File: src/dcache_consts.svh
`ifndef DCACHE_CONSTS_SVH
`define DCACHE_CONSTS_SVH

// address and data widths
`define DC_ADDR_W 32
`define DC_XLEN 64

// set geometry
`define DC_SETS 64
`define DC_INDEX_W 6
`define DC_OFFSET_W 5
`define DC_TAG_W 21

// line made of 64-bit beats, word 0 first
`define DC_BEATS 4
`define DC_LINE_W 256

// associativity
`define DC_WAYS 2

`endif

File: src/cachePkg.sv
`default_nettype none
`include "dcache_consts.svh"

package cachePkg;

  // address fields, tag on top, byte offset at the bottom
  typedef logic [`DC_ADDR_W-1:0] addrT;
  typedef logic [`DC_TAG_W-1:0] tagT;
  typedef logic [`DC_INDEX_W-1:0] indexT;
  typedef logic [$clog2(`DC_BEATS)-1:0] wordSelT;

  // one bit per way
  typedef logic [`DC_WAYS-1:0] wayVecT;

  // controller FSM
  typedef enum logic [2:0] {
    idle,
    lookup,
    writeBack,
    refillReq,
    refillData,
    refill
  } ctrlStateT;

endpackage

`default_nettype wire

File: src/busPkg.sv
`default_nettype none
`include "dcache_consts.svh"

package busPkg;

  // one data word, also one bus beat
  typedef logic [`DC_XLEN-1:0] wordT;

  // byte enables of a word
  typedef logic [`DC_XLEN/8-1:0] byteMaskT;

  // full cache line, word 0 in the low bits
  typedef logic [`DC_LINE_W-1:0] lineT;

endpackage

`default_nettype wire

File: src/cacheCtrl.sv
`default_nettype none
`include "dcache_consts.svh"

module cacheCtrl
  import cachePkg::*, busPkg::*;
(
  input  wire       clk,
  input  wire       rst_n,
  // cpu request
  input  wire       reqValid_i,
  input  wire       reqWrite_i,
  input  wire addrT addr_i,
  input  wire wordT wrData_i,
  input  wire byteMaskT wrMask_i,
  // lookup results from the way merger
  input  wire       anyHit_i,
  input  wire wayVecT hitVec_i,
  input  wire       victimDirty_i,
  input  wire tagT  victimTag_i,
  input  wire lineT victimLine_i,
  // bus side
  input  wire       rdGnt_i,
  input  wire       rdBeatValid_i,
  input  wire       rdLast_i,
  input  wire wordT rdBeat_i,
  input  wire       wrGnt_i,
  output logic      ready_o,
  output logic      rdValid_o,
  // way control
  output indexT     index_o,
  output tagT       tag_o,
  output wordSelT   wordSel_o,
  output logic      victimWay_o,
  output wayVecT    storeEn_o,
  output wayVecT    fillEn_o,
  output wordT      storeWord_o,
  output byteMaskT  storeMask_o,
  output lineT      fillLine_o,
  // bus requests
  output logic      rdReq_o,
  output addrT      rdAddr_o,
  output logic      wrReq_o,
  output addrT      wrAddr_o,
  output lineT      wrLine_o
);

  localparam int wordLsb = $clog2(`DC_XLEN / 8);

  ctrlStateT state;
  ctrlStateT nextState;

  // accepted request
  addrT     reqAddr;
  logic     reqWrite;
  wordT     reqData;
  byteMaskT reqMask;
  indexT    reqIndex;
  tagT      reqTag;

  logic     victimToggle;
  logic     victimReg;
  wordSelT  beatCnt;
  lineT     refillBuf;

  assign reqIndex = reqAddr[`DC_OFFSET_W +: `DC_INDEX_W];
  assign reqTag = reqAddr[`DC_ADDR_W-1 -: `DC_TAG_W];

  always_ff @(posedge clk or negedge rst_n) begin
    if (!rst_n) begin
      state <= idle;
    end else begin
      state <= nextState;
    end
  end

  always_comb begin
    nextState = state;
    case (state)
      idle: begin
        if (reqValid_i) begin
          nextState = lookup;
        end
      end
      lookup: begin
        if (anyHit_i) begin
          nextState = idle;
        end else if (victimDirty_i) begin
          nextState = writeBack;
        end else begin
          nextState = refillReq;
        end
      end
      writeBack: begin
        if (wrGnt_i) begin
          nextState = refillReq;
        end
      end
      refillReq: begin
        if (rdGnt_i) begin
          nextState = refillData;
        end
      end
      refillData: begin
        if (rdBeatValid_i && rdLast_i) begin
          nextState = refill;
        end
      end
      refill: begin
        // retry the lookup that now hits
        nextState = lookup;
      end
      default: begin
        nextState = idle;
      end
    endcase
  end

  always_ff @(posedge clk) begin
    if (state == idle && reqValid_i) begin
      reqAddr <= addr_i;
      reqWrite <= reqWrite_i;
      reqData <= wrData_i;
      reqMask <= wrMask_i;
    end
  end

  // victim is the toggle value at the missing lookup
  always_ff @(posedge clk or negedge rst_n) begin
    if (!rst_n) begin
      victimToggle <= 1'b0;
      victimReg <= 1'b0;
    end else if (state == lookup && !anyHit_i) begin
      victimReg <= victimToggle;
      victimToggle <= ~victimToggle;
    end
  end

  always_ff @(posedge clk or negedge rst_n) begin
    if (!rst_n) begin
      beatCnt <= '0;
    end else if (state == refillReq) begin
      beatCnt <= '0;
    end else if (state == refillData && rdBeatValid_i) begin
      beatCnt <= beatCnt + wordSelT'(1);
    end
  end

  always_ff @(posedge clk) begin
    if (state == refillData && rdBeatValid_i) begin
      refillBuf[beatCnt*`DC_XLEN +: `DC_XLEN] <= rdBeat_i;
    end
  end

  assign ready_o = (state == idle);
  assign rdValid_o = (state == lookup) && anyHit_i && !reqWrite;

  assign index_o = reqIndex;
  assign tag_o = reqTag;
  assign wordSel_o = reqAddr[wordLsb +: $bits(wordSelT)];
  // merger needs the victim already during the missing lookup
  assign victimWay_o = (state == lookup) ? victimToggle : victimReg;

  assign storeEn_o = (state == lookup && anyHit_i && reqWrite) ? hitVec_i : '0;
  assign fillEn_o = (state == refill) ? (wayVecT'(1) << victimReg) : '0;
  assign storeWord_o = reqData;
  assign storeMask_o = reqMask;
  assign fillLine_o = refillBuf;

  assign rdReq_o = (state == refillReq);
  assign rdAddr_o = {reqTag, reqIndex, {`DC_OFFSET_W{1'b0}}};
  assign wrReq_o = (state == writeBack);
  assign wrAddr_o = {victimTag_i, reqIndex, {`DC_OFFSET_W{1'b0}}};
  assign wrLine_o = victimLine_i;

  // grants only answer a pending request
  assert property (@(posedge clk) disable iff (!rst_n)
    (!rdGnt_i || rdReq_o) && (!wrGnt_i || wrReq_o))
    else $error("bus grant without a pending request");

  // beats only after the read grant
  assert property (@(posedge clk) disable iff (!rst_n)
    rdBeatValid_i |-> state == refillData)
    else $error("refill beat outside refillData");

endmodule

`default_nettype wire

File: config.mk
export PLATFORM = sky130hd
export DESIGN_NAME = cacheCtrl
export DESIGN_NICKNAME = d
export VERILOG_FILES = /design/src/cachePkg.sv /design/src/busPkg.sv /design/src/cacheCtrl.sv
export VERILOG_INCLUDE_DIRS = /design/src /design/src/src
export SDC_FILE = /design/constraint.sdc
export NUM_CORES = 1
export LEC_CHECK = 0
export ABC_AREA = 1
export BUFFER_PORTS_ARGS = -buffer_cell sky130_fd_sc_hd__buf_4
export CAP_MARGIN = 40
export CORE_AREA = 2 2 444 446
export DETAILED_ROUTE_END_ITERATION = 8
export DIE_AREA = 0 0 446 448
export PLACE_DENSITY = 0.3
export SYNTH_ARGS = -nofsm -noshare
export SYNTH_HDL_FRONTEND = slang
export SYNTH_SLANG_ARGS = --single-unit
export TNS_END_PERCENT = 10
File: constraint.sdc
create_clock -name clk -period 8.6 [get_ports clk]
set_input_delay 1.29 -clock clk [delete_from_list [all_inputs] [get_ports clk]]
set_output_delay 1.29 -clock clk [all_outputs]
set_load 0.02 [all_outputs]
==> summary.md <==
| Metric | Value |
|---|---|
| Outcome | finished, final reports clean |
| Synth area leader | edfxtp_1 |
| Max Clk Rate | between 200 and 300 MHz |
| Fin crit share | 38.95% |
| Setup TNS | 0 ns |
| Clk_lat worst skew | ~0.65 ns |
| Critical path peak fanout | 7 |
| Chip width | 446 um |
| Worst hold path type | primary input to asynchronous set/reset pin |
| Post-DR wirelength/cell | about 24 um |
| Number of enable flip-flop cells after synthesis | roughly 360 |
| Core area | 0.1946 mm2 |
| Main combinational cell family by area after synthesis | buffers and inverters |
| Maxcap violations | 0 |
| Top post-synthesis cells by area | edfxtp_1 (70%), buf_4 (16%), nor2_1 (6.0%), inv_1 (2.0%), nand2_1 (1.9%) |
| CP max-delay cell | dfrtp_1 |
| Share of layout cells above drive strength 1 | between 40 and 50% |
| Overall routing resource usage | 9.096% |
| Max-slew violations | 0 |
| First-pass GRT wire length | approximately 120 mm |
| Critical Path Start Type | flip-flop |
| Crit Path Category | flip-flop to primary output |
| Worst endpoint required time | 7.31 ns |
| Cell area power density | 255.7 mW/mm2 |
| Yosys cell types | 22 |
| Final-stage net count | just under 2000 |
| Xor and xnor area share after synthesis | less than 1% |
| Initial antenna violation count | 3 |
| Fraction of synthesized area in multiplexers | 0% |
| Largest stage delay, worst path | about 0.47 ns |
| Worst-Margin Slew | around 0.86 ns |
| Post-Route WL | around 96 mm |
| Yosys top cell area share | a little under 70% |
| Final Setup Violations | 0 |
| Leakage | around 8.3 nW |
| Final hold vios | 0 |
| Synth Area per Inst | between 10 and 15 um2 |
| Startpoint of the worst register-to-register path | beatCnt[0]$_DFFE_PN0P_ |
| Placer congestion estimate | around 0.89 |
| Peak supply drop | between 100 and 150 uV |
| Iter 0 DRT Violations | about 430 |
| Most numerous cell in the Yosys netlist | edfxtp_1 |
| Fraction of registers with async set/reset | roughly 1.9% |
| Die ar. | about 0.20 mm2 |
| Num CTS Buffers | slightly above 50 |
| Reg2reg end | fillLine_o[168]$_DFFE_PP_ |
| Min Tclk post-route | around 3.4 ns |
| Final HPWL DP | a little under 80 mm |
| TritonRoute pass-1 iters | 4 |
| Via count | just under 10000 |
| Vias per cell | between 2 and 2.5 |
| Area grow syn2layout | 44.32% |
| Top cells by count, synth | edfxtp_1 (358), buf_4 (326), nor2_1 (248), inv_1 (81), nand2_1 (80) |
| R2r worst-path depth | 6 |
| Io pins | about 1100 |
| Port bufs | roughly 580 |
| Clock-pin slew on the worst setup and hold paths | 0.06 ns |
| Flop and latch count out of synthesis | about 370 |
| Cts repair resizes | 0 |
| Max_slew headroom | a little over two fifths |
| Vias in the first global route | 9600 |
| Sequential area share after synthesis | 70.65% |
| Clock buffer depth | 3 |
| Simple-Gate Fraction of Synth Area | about a tenth |
| Mapped Area | between 0.015 and 0.02 mm2 |
| Yosys warns | 0 |
| Final Skew | roughly 0.036 ns |
| H-Tree Level Count | 2 |
| WP data arrival | slightly above 2 ns |
| R2r setup slk | around 5.3 ns |
| GRT overflow | 0 |
| Synth Area in Compound Gates | 0.2346% |
| Post-DRT Antenna Nets | 0 |
| Critical path endpoint category | primary output |
| Clock root cell | clkbuf_16 |
| DRC | 0 |
| Die height | 448 um |
| Critical-path cell list | inv_2, nand3_2, inv_1, nand3_1, nor2_1, buf_4 |
| Cells after synthesis | about 1200 |
| CTS tree | built |
| Post-Synth Adder-Cell Area | 0.4046% |
| CTS Hold Bufs | 0 |
| Ys flop type | edfxtp_1 |
| Post-CTS Setup Inserts | 0 |
| Initial Util | under 10% |
| Unrepaired setup endpoints after global routing | no |
| FP Rows | between 150 and 200 |
| Clock tree sinks | ~370 |
| Pin count of the biggest net entering global routing | 55 |
| WHS | ~0.46 ns |
## layout make-up
type / instances / area, um2
Clock buffer: 60 / 1331
Tap cell: 2542 / 3181
Fill cell: 22210 / 172300
Multi-Input combinational cell: 390 / 1702
Sequential cell: 365 / 10930
Inverter: 85 / 320.3
Clock inverter: 31 / 300.3
Antenna cell: 2 / 5.005
Timing Repair Buffer: 593 / 4552
## cell usage in the layout, fill, tap and decap left out, types with 5 or more instances in the layout
cell         n
bufinv_16    5
clkinv_1    13
conb_1      10
clkinv_2     5
dfrtp_1      7
nand2_1     80
clkbuf_1     8
ha_1         5
buf_4      588
nand3_1      7
o21ai_0      6
nor2_4       5
nor2_2      22
buf_16       5
inv_1       81
nor2_1     244
clkbuf_16   52
edfxtp_1   358
## critical path, delay by kind of cell (launching register included)
family | cells | cell delay, ns
buffers and inverters | 3 | 0.43
flip-flops | 1 | 0.47
AND/OR/NAND/NOR | 3 | 0.51
## how the worst max path moves through the flow
stage,start,to,slack (ns),cells past startpoint
floorplan,reqValid_i,reqAddr[10]$_DFFE_PP_,2.76,2
global placement,rdBeatValid_i,fillLine_o[122]$_DFFE_PP_,4.68,4
global route,beatCnt[0]$_DFFE_PN0P_,fillLine_o[166]$_DFFE_PP_,4.98,6
CTS,state[1]$_DFFE_PN0P_,victimWay_o,5.04,4
finish,state[1]$_DFFE_PN0P_,storeEn_o[1],5.25,6
detailed placement,rdBeatValid_i,fillLine_o[81]$_DFFE_PP_,4.96,5
## registers in the layout (all words and copies together), names as in the netlist
register      count
storeMask_o       8
victimToggle      1
beatCnt           2
state             3
reqWrite          1
reqAddr          29
victimReg         1
storeWord_o      64
fillLine_o      256
## layer usage
layer	track usage (%)	up-vias	part of all wire, %
li1	-	4160	-
met1	6.149	4548	23
met2	18.88	780	59
met3	5.287	166	13
met4	4.122	0	4.4
met5	0.02405	-	0
## power breakdown
part           total, mW  internal (mW)  leakage [nW]  switching, mW
logic               1.31          0.389          4.09          0.920
clock network       2.13           1.25         0.782          0.882
registers           2.27           2.18          3.47         0.0831
## metrics by stage
step	area (um2)	utilization (%)	instances	power, mW	worst slack [ns]
6_report	22320	11.47	4068	5.706	5.250
5_1_grt	22310	11.47	4067	6.016	4.982
4_1_cts	22310	11.47	4066	5.909	5.042
3_5_place_dp	20680	10.63	3975	3.690	4.963
3_3_place_gp	20540	10.56	3970	3.673	4.685
2_1_floorplan	15500	-	1190	3.205	2.764
## cells by family after synthesis
group | after synthesis
compound gates | 7
xor+xnor | 1
fa+ha+maj | 5
buf+inv | 435
flops | 365
other cells | 1
simple gates | 367
(Power assumes the default switching activity.)
