[src/dcache_consts.svh]
`ifndef DCACHE_CONSTS_SVH
`define DCACHE_CONSTS_SVH

// address and data widths
`define DC_ADDR_W 32
`define DC_XLEN 64

// set geometry
`define DC_SETS 64
`define DC_INDEX_W 6
`define DC_OFFSET_W 5
`define DC_TAG_W 21

// line made of 64-bit beats, word 0 first
`define DC_BEATS 4
`define DC_LINE_W 256

// associativity
`define DC_WAYS 2

`endif

[src/cachePkg.sv]
`default_nettype none
`include "dcache_consts.svh"

package cachePkg;

  // address fields, tag on top, byte offset at the bottom
  typedef logic [`DC_ADDR_W-1:0] addrT;
  typedef logic [`DC_TAG_W-1:0] tagT;
  typedef logic [`DC_INDEX_W-1:0] indexT;
  typedef logic [$clog2(`DC_BEATS)-1:0] wordSelT;

  // one bit per way
  typedef logic [`DC_WAYS-1:0] wayVecT;

  // controller FSM
  typedef enum logic [2:0] {
    idle,
    lookup,
    writeBack,
    refillReq,
    refillData,
    refill
  } ctrlStateT;

endpackage

`default_nettype wire

[src/busPkg.sv]
`default_nettype none
`include "dcache_consts.svh"

package busPkg;

  // one data word, also one bus beat
  typedef logic [`DC_XLEN-1:0] wordT;

  // byte enables of a word
  typedef logic [`DC_XLEN/8-1:0] byteMaskT;

  // full cache line, word 0 in the low bits
  typedef logic [`DC_LINE_W-1:0] lineT;

endpackage

`default_nettype wire

[src/wayMerge.sv]
`default_nettype none
`include "dcache_consts.svh"

module wayMerge
  import cachePkg::*, busPkg::*;
(
  input  wire wayVecT               hitVec_i,
  input  wire lineT [`DC_WAYS-1:0]  lines_i,
  input  wire tagT [`DC_WAYS-1:0]   tags_i,
  input  wire wayVecT               dirtyBits_i,
  input  wire                       victimWay_i,
  input  wire wordSelT              wordSel_i,
  output wayVecT                    hitVec_o,
  output logic                      anyHit_o,
  output wordT                      rdData_o,
  output logic                      victimDirty_o,
  output tagT                       victimTag_o,
  output lineT                      victimLine_o
);

  lineT hitLine;

  // and-or select of the hitting line
  always_comb begin
    hitLine = '0;
    for (int w = 0; w < `DC_WAYS; w++) begin
      if (hitVec_i[w]) begin
        hitLine = hitLine | lines_i[w];
      end
    end
  end

  assign hitVec_o = hitVec_i;
  assign anyHit_o = |hitVec_i;
  assign rdData_o = hitLine[wordSel_i*`DC_XLEN +: `DC_XLEN];

  // eviction candidate
  assign victimDirty_o = dirtyBits_i[victimWay_i];
  assign victimTag_o = tags_i[victimWay_i];
  assign victimLine_o = lines_i[victimWay_i];

  // a line lives in one way only
  always_comb begin
    assert final ($onehot0(hitVec_i))
      else $error("more than one way hits");
  end

endmodule

`default_nettype wire

[config.mk]
export PLATFORM = sky130hd
export DESIGN_NAME = wayMerge
export DESIGN_NICKNAME = d
export VERILOG_FILES = /design/src/cachePkg.sv /design/src/busPkg.sv /design/src/wayMerge.sv
export VERILOG_INCLUDE_DIRS = /design/src /design/src/src
export SDC_FILE = /design/constraint.sdc
export NUM_CORES = 1
export LEC_CHECK = 0
export BUFFER_PORTS_ARGS = -buffer_cell sky130_fd_sc_hd__buf_2
export CAP_MARGIN = 20
export CORE_AREA = 8 8 342 344
export DETAILED_ROUTE_END_ITERATION = 6
export DIE_AREA = 0 0 350 352
export GPL_ROUTABILITY_DRIVEN = 0
export PLACE_DENSITY = 0.3
export SYNTH_ARGS = -nofsm -noshare
export SYNTH_HDL_FRONTEND = slang
export SYNTH_SLANG_ARGS = --single-unit
export TNS_END_PERCENT = 20
[constraint.sdc]
create_clock -name vclk -period 1.2
set_input_delay 0.12 -clock vclk [all_inputs]
set_output_delay 0.12 -clock vclk [all_outputs]
set_load 0.03 [all_outputs]
==> out/metrics.yaml, run 1 <==
yosys:
  syn_avg_cell_area_sq_um: 9.13
  yosys.area_share.simple: 0.0649
  synthCells: 722
  netlist_area_sq_um: 6590
  synth_xor_area_frac: 0
  yosysTopAreaCell: "mux2_2"
  synth_adder_area_share: 0
  ys_top_cells_by_area: "mux2_2 (48%), a221oi_1 (34%), nor4_1 (6.0%), buf_2 (4.9%), buf_4 (4.4%)"
  synth_top_family_by_area: "multiplexers"
  ys_seq_area_frac: 0
  synth_top_cell_area_share: 0.475
  synth_compound_area_frac: 0.341
  ys.warnings.count: 0
  syn_nets: 1283
  synth.area.mux_share: 0.475
  yosysUniqueCellTypes: 13
setup_path:
  crit_fanout: 31
  cpLargestDelayFamily: "buffers and inverters"
  crit_buf_inv: 4
  worstPathArrival_ns: 1.50
  cp-start-kind: "primary input"
  startpoint: "wordSel_i[0]"
  cp-end-kind: "output pin"
  crit_chain: "buf_6 -> or2_4 -> buf_16 -> a221oi_2 -> buf_4 -> nor4_4 -> clkbuf_4"
  max_stage_delay_ns: 0.28
  cp.required_ns: 1.08
  path_class: "in -> out"
  slowest_stage: "or2_4"
timing:
  period_needed_ns: 1.62
  setup_tns_ns: -40.64
  setup_viol: 324
  slew_violations: 0
  max_freq_ghz: 0.617
  setup_ws_ns: -0.421
  tightestPinTransition_ns: 0.557
  rsz0062_at_grt: "yes"
  period_share: 1.35
  max-slew-margin-rel: 0.629
  finalHoldViolCount: 0
final_layout:
  clock_buffers: 0
  drive_gt1_frac: 0.958
  seq_area_sq_um: 0
  seq_cell_count: 0
  area_growth_pct: 183
  nNetsFinal: 2401
  final_cell_count_no_fill: 3347
  n_fill_cell: 12764
min_path:
  hp-class: "in -> out"
  worstHoldStart: "dirtyBits_i[0]"
grt:
  grt_pass1_wl_mm: 104
  grt_pass1_vias: 13328
  gr-usage-all-layers: 0.114
  antenna_found_initial: 12
  grt_start_max_net_pins: 34
  grt-ovfl-total: 0
placement:
  dp_slack_ns: -0.669
  port_buffers: 906
  dp_hpwl_mm: 65.4
  dpl.cell_count: 3301
floorplanning:
  pin_count: 906
  core_area_sq_um: 112000
  initial_core_util: 0.0591
  rows: 123
  die_width_um: 350
  fp.dieArea_sq_um: 123000
  fp.dieH_um: 352
pwr:
  powerDensity_nw_per_um2: 518
  p_leak_nw: 8.21
  power.total_mw: 9.66
  ir_drop_uv: 215
routing:
  routedWlPerCell_um: 23.1
  drtAntennaViolNets: 0
  drtPass1Iterations: 5
  viasPerCell: 3.59
  route.detailed.drc: 0
  routed_wl_mm: 77.2
  drt_iter0_markers: 528
  dr_total_vias: 12004
status:
  failed_checks: "negative setup slack"
  run_status: "finished, violations left"
job:
  cap_violations: 0
per-layer routing:
layer  vias to the layer above  part of all wire  track usage
met2                       525              0.51        0.212
met4                        10             0.012       0.0100
li1                       5560                 -            -
met1                      5865              0.41        0.137
met3                        44             0.067       0.0245
met5                         -           0.00096            0
area by class of cell:
type               instances  area, sq um  share of cell area
multi-input cells        604         8240               0.442
repair buffers          1234         8510               0.456
well taps               1500         1880               0.101
diodes                     9         22.5             0.00121
synthesized netlist by cell type (all sizes together):
cell type / n
a221oi: 254
a22o: 2
buf: 118
mux2: 278
nand2: 1
nand2b: 2
nor3: 1
nor4: 63
o22ai: 1
or2: 2
through the flow:
| stage | cell area (sq um) | utilization | hold slack [ns] |
|---|---|---|---|
| 5_1_grt | 18600 | 0.167 | 0.627 |
| 3_3_place_gp | 15800 | 0.142 | 0.619 |
| 2_1_floorplan | 7760 | - | 0.372 |
| 6_report | 18600 | 0.167 | 0.620 |
| 3_5_place_dp | 15800 | 0.142 | 0.621 |
| 4_1_cts | 17700 | 0.159 | 0.623 |
placed cells by master (no fill, tap or decap), drive strengths merged:
cell type | netlist | final
nor4 | 63 | 63
a221oi | 254 | 254
o22ai | 1 | 1
or2 | 2 | 2
nor3 | 1 | 1
clkbuf | 0 | 11
mux2 | 278 | 278
nand2 | 1 | 1
nand2b | 2 | 2
bufbuf | 0 | 1
buf | 118 | 1222
a22o | 2 | 2
diode | 0 | 9
worst paths after layout:
kind,to,slack [ns],cells past startpoint
setup / recovery,rdData_o[60],-0.42,7
hold / removal,victimDirty_o,0.62,3
report_power, final:
| part | switching (mW) | internal [mW] | leakage [nW] |
|---|---|---|---|
| registers | 0 | 0 | 0 |
| clock network | 0 | 0.00000122 | 0.0000570 |
| logic | 5.57 | 4.09 | 8.21 |
| total | 5.57 | 4.09 | 8.21 |
repair_timing:
item	CTS	global route
hold buffers	0	0
endpoints found under the setup margin	335	339
resized for setup	303	122
pin swaps	3	7
buffers inserted	13	13
hold endpoints to repair	0	0
cloned	8	9
cell families (layout without fill, tap and decap cells):
group | Yosys count | in the layout
other cells | 0 | 9
buf+inv | 118 | 1234
simple gates | 69 | 69
compound gates | 257 | 257
mux | 278 | 278
No activity file was read; power rests on OpenSTA's default activity.
==> run 2: changes to the inputs <==
--- a/config.mk
+++ b/config.mk
@@ -6,11 +6,11 @@
 export SDC_FILE = /design/constraint.sdc
 export NUM_CORES = 1
 export LEC_CHECK = 0
-export BUFFER_PORTS_ARGS = -buffer_cell sky130_fd_sc_hd__buf_2
 export CAP_MARGIN = 20
-export CORE_AREA = 8 8 342 344
+export CORE_AREA = 8 8 343 345
 export DETAILED_ROUTE_END_ITERATION = 6
-export DIE_AREA = 0 0 350 352
+export DIE_AREA = 0 0 351 353
+export DONT_BUFFER_PORTS = 1
 export GPL_ROUTABILITY_DRIVEN = 0
 export PLACE_DENSITY = 0.3
 export SYNTH_ARGS = -nofsm -noshare
==> constraint.sdc (replaced) <==
create_clock -name vclk -period 1.5
set_input_delay 0.15 -clock vclk [all_inputs]
set_output_delay 0.15 -clock vclk [all_outputs]
set_load 0.03 [all_outputs]
==> run 2 against run 1 <==
  * The run still ends with negative setup slack left
  * Clock-buffer cell count unchanged
  * Routed wire length grew 11%
  * Worst setup slack improved by 0.31 ns
  * Sequential cell count stayed put
  * Combinational power down 53%
  * Non-clock buffer count decreased by 1127
  * Power fell by 53%
  * Highest routed layer unchanged
==> out/metrics.yaml, run 2 (synthesis results as in run 1) <==
status:
  run_status: "finished, violations left"
  failed_checks: "negative setup slack"
final_layout:
  seq_cell_count: 0
  nNetsFinal: 1274
  multi_input_area_sq_um: 6220
  most-common-layout-cells: "mux2_2 (278), a221oi_1 (236), buf_4 (88)"
  area_growth_pct: 37.9
  drive_gt1_frac: 0.627
  final_common_cell: "mux2_2"
  final_cell_count_no_fill: 2219
  n_fill_cell: 13116
  clock_buffers: 0
  seq_area_sq_um: 0
pwr:
  swShare: 0.716
  internal_power_mw: 1.29
  p_comb_frac: 1.000
  powerDensity_nw_per_um2: 497
  pwr-share-clk: 0
  power.total_mw: 4.52
  p_seq_frac: 0
  ir_drop_uv: 214
  p_switching_mw: 3.23
  p_leak_nw: 2.35
min_path:
  hp-class: "in -> out"
timing:
  period_share: 1.07
  setup_ws_ns: -0.108
  max-slew-margin-rel: 0.487
  finalHoldViolCount: 0
  max_freq_ghz: 0.622
  period_needed_ns: 1.61
  tightestPinTransition_ns: 0.769
  setup_tns_ns: -0.498
  rsz0062_at_grt: "yes"
  slew_violations: 0
  holdWs_ns: 0.300
  setup_viol: 8
grt:
  grt_pass1_wl_mm: 105
  grt_pass1_vias: 8468
  grt_start_max_net_pins: 279
  antenna_found_initial: 24
  grt-ovfl-total: 0
  gr-usage-all-layers: 0.127
routing:
  dr_total_vias: 8229
  route.detailed.drc: 0
  viasPerCell: 3.71
  drtPass1Iterations: 5
  routed_wl_mm: 85.9
  routedWlPerCell_um: 38.7
  drt_iter0_markers: 784
  drtAntennaViolNets: 0
setup_path:
  worstPathArrival_ns: 1.46
  slowest_stage: "a221oi_1"
  path_class: "in -> out"
  crit_fanout: 34
  max_stage_delay_ns: 0.56
  cp-end-kind: "output pin"
  crit_chain: "nand2b_4 -> buf_12 -> a221oi_1 -> nor4_1 -> buf_4"
  cp.required_ns: 1.35
  cp-start-kind: "primary input"
placement:
  port_buffers: 0
  dp_hpwl_mm: 76.1
  dpl.cell_count: 2211
floorplanning:
  die_width_um: 351
  core_area_sq_um: 112000
  rows: 123
  fp.dieArea_sq_um: 124000
  pin_count: 906
  initial_core_util: 0.0589
  fp.dieH_um: 353
clock_network:
  holdBufCountCts: 0
job:
  cap_violations: 0
[run 2: changes by cell type in the layout (fill, tap and decap cells not counted), moves of 7 or more]
cell and delta:
buf_2 -833, a221oi_1 +161, buf_4 -155, a221oi_2 -138
buf_6 -89, nor4_4 -62, nor4_2 +37, nor4_1 +25
a221oi_4 -23, buf_12 -18, buf_16 -18, clkbuf_16 -10
mux2_2 +7, mux2_4 -7
[run 2: path summary, 6_finish.rpt]
kind / start / end / cells past startpoint / slack, ns
worst max-delay path: wordSel_i[1] / rdData_o[55] / 5 / -0.11
worst min-delay path: hitVec_i[1] / hitVec_o[1] / 0 / 0.30
[run 2: through the flow]
stage	area, sq um	util	worst slack, ns
final	9090	0.0812	-0.108
after global routing	9070	0.0810	-0.0472
after CTS	8990	0.0804	-0.0358
after detailed placement	8900	0.0795	-0.260
after global placement	8900	0.0795	-0.259
after floorplan	6660	-	-0.279
[run 2: worst max-delay path: cells and delay by family]
kind                   cells  cell delay, ns
buffers and inverters      2            0.36
AND/OR/NAND/NOR            2            0.26
AO/OA/AOI/OAI              1            0.56
[run 2: power by group through the flow]
stage | clock, mW | combinational (mW) | sequential, mW
floorplan | 0 | 3.28 | 0
global placement | 0 | 4.62 | 0
detailed placement | 0 | 4.61 | 0
CTS | 0 | 4.64 | 0
global route | 0 | 4.66 | 0
finish | 0.000000697 | 4.52 | 0
[run 2: layout make-up]
cell class / count / share of cell area
timing repair buffer: 107 / 0.106
tap: 1500 / 0.207
multi-input combinational: 604 / 0.685
antenna: 8 / 0.00220
[run 2: repair_timing]
item / CTS / global route
endpoints found under the hold margin: 0 / 0
setup buffers: 0 / 0
pin swaps: 0 / 3
gates resized for setup: 15 / 10
endpoints found under the setup margin: 14 / 19
[run 2: metal layers]
| metal | routed length (um) | global-route usage | up-vias |
|---|---|---|---|
| met1 | 34600 | 0.157 | 4229 |
| met4 | 990 | 0.0111 | 26 |
| li1 | - | - | 3225 |
| met3 | 10500 | 0.0553 | 61 |
| met5 | 188 | 0 | - |
| met2 | 39700 | 0.210 | 688 |
==> run 3: changes to the inputs <==
--- a/config.mk
+++ b/config.mk
@@ -13,6 +13,7 @@
 export DONT_BUFFER_PORTS = 1
 export GPL_ROUTABILITY_DRIVEN = 0
 export PLACE_DENSITY = 0.3
+export SKIP_LAST_GASP = 1
 export SYNTH_ARGS = -nofsm -noshare
 export SYNTH_HDL_FRONTEND = slang
 export SYNTH_SLANG_ARGS = --single-unit
==> run 3 against run 2 <==
  * The run still ends with negative setup slack left
  * Clock-buffer cell count stayed put
  * Final cell count up 0.18%
  * Routed wire length fell by 0.13%
  * Highest routed layer unchanged
  * Maximum frequency decreased by 18%
==> out/metrics.yaml, run 3 (synthesis results as in run 1) <==
status:
  run_status: "finished, violations left"
  failed_checks: "negative setup slack"
min_path:
  worstHoldStart: "hitVec_i[1]"
  hold_depth: 0
  hold_end: "hitVec_o[1]"
  hp-class: "in -> out"
floorplanning:
  die_width_um: 351
  initial_core_util: 0.0589
  fp.dieH_um: 353
  fp.dieArea_sq_um: 124000
  core_area_sq_um: 112000
  rows: 123
  pin_count: 906
final_layout:
  final_area_sq_um: 8970
  final_cell_count_no_fill: 2223
  final_common_cell: "mux2_2"
  utilization: 0.0802
  clock_buffers: 0
  most-common-layout-cells: "mux2_2 (278), a221oi_1 (248), buf_4 (89)"
  seq_area_sq_um: 0
  drive_gt1_frac: 0.608
  seq_cell_count: 0
  nNetsFinal: 1274
  area_growth_pct: 36.2
placement:
  dp_slack_ns: -0.260
  dpl_cell_area_sq_um: 8900
  dp_hpwl_mm: 76.1
  dpl.cell_count: 2211
  port_buffers: 0
pwr:
  p_leak_nw: 2.32
  powerDensity_nw_per_um2: 501
  power.total_mw: 4.49
  ir_drop_uv: 219
grt:
  gr-usage-all-layers: 0.127
  grt_pass1_vias: 8422
  grt-ovfl-total: 0
  antenna_found_initial: 23
  grt_start_max_net_pins: 279
  grt_pass1_wl_mm: 105
routing:
  dr_total_vias: 8235
  routed_wl_mm: 85.8
  route.detailed.drc: 0
  drt_iter0_markers: 793
  routedWlPerCell_um: 38.6
  viasPerCell: 3.70
  drtPass1Iterations: 6
  drtAntennaViolNets: 0
clock_network:
  cts_setup_buffers: 0
  holdBufCountCts: 0
timing:
  setup_ws_ns: -0.456
  holdWs_ns: 0.300
  rsz0062_at_grt: "yes"
  tightestPinTransition_ns: 0.942
  max_freq_ghz: 0.511
  max-slew-margin-rel: 0.372
  finalHoldViolCount: 0
  setup_tns_ns: -2.16
  setup_viol: 24
  period_share: 1.30
  period_needed_ns: 1.96
  slew_violations: 0
setup_path:
  crit_fanout: 258
  slowest_stage: "a221oi_1"
  max_stage_delay_ns: 1.00
  path_class: "in -> out"
  cp-start-kind: "primary input"
  cp-end-kind: "output pin"
  startpoint: "hitVec_i[1]"
  cp.required_ns: 1.35
  crit_chain: "a221oi_1 -> nor4_2 -> buf_6"
  worstPathArrival_ns: 1.81
job:
  cap_violations: 0
==> run 3: cell types whose count changed in the layout (fill, tap and decap cells not counted), sizes merged <==
cell / previous run / this run
diode: 8 / 12
==> run 3: worst max-delay path by stage <==
stage	endpoint	slack, ns	cells past startpoint
3_5_place_dp	rdData_o[15]	-0.26	5
6_report	rdData_o[47]	-0.46	3
5_1_grt	rdData_o[47]	-0.18	3
2_1_floorplan	rdData_o[3]	-0.28	5
3_3_place_gp	rdData_o[42]	-0.26	6
4_1_cts	rdData_o[56]	-0.18	6
==> run 3: cell type report <==
type / count / area [sq um]
fill: 13119 / 103000
multi-input combinational: 604 / 6100
timing repair buffer: 107 / 961
tap: 1500 / 1880
antenna: 12 / 30.0
==> run 3: critical path: cells and delay by family <==
family	cells	cell delay [ns]
AO/OA/AOI/OAI	1	1.00
buffers and inverters	1	0.20
AND/OR/NAND/NOR	1	0.16
==> run 3: routing by layer <==
| metal | vias to the layer above | global-route usage | share of wire |
|---|---|---|---|
| met2 | 691 | 0.210 | 0.46 |
| li1 | 3235 | - | - |
| met1 | 4217 | 0.158 | 0.40 |
| met3 | 70 | 0.0543 | 0.12 |
| met4 | 22 | 0.00997 | 0.011 |
| met5 | - | 0 | 0.0019 |
==> run 3: where the power goes <==
part	switching, mW	leakage (nW)	internal, mW
Sequential	0	0	0
Clock	0	0.0000776	0.00000107
Combinational	3.22	2.32	1.27
==> run 3: timing repair <==
action,CTS,global route
resized for setup,3,4
gates cloned,0,0
endpoints found under the setup margin,14,25
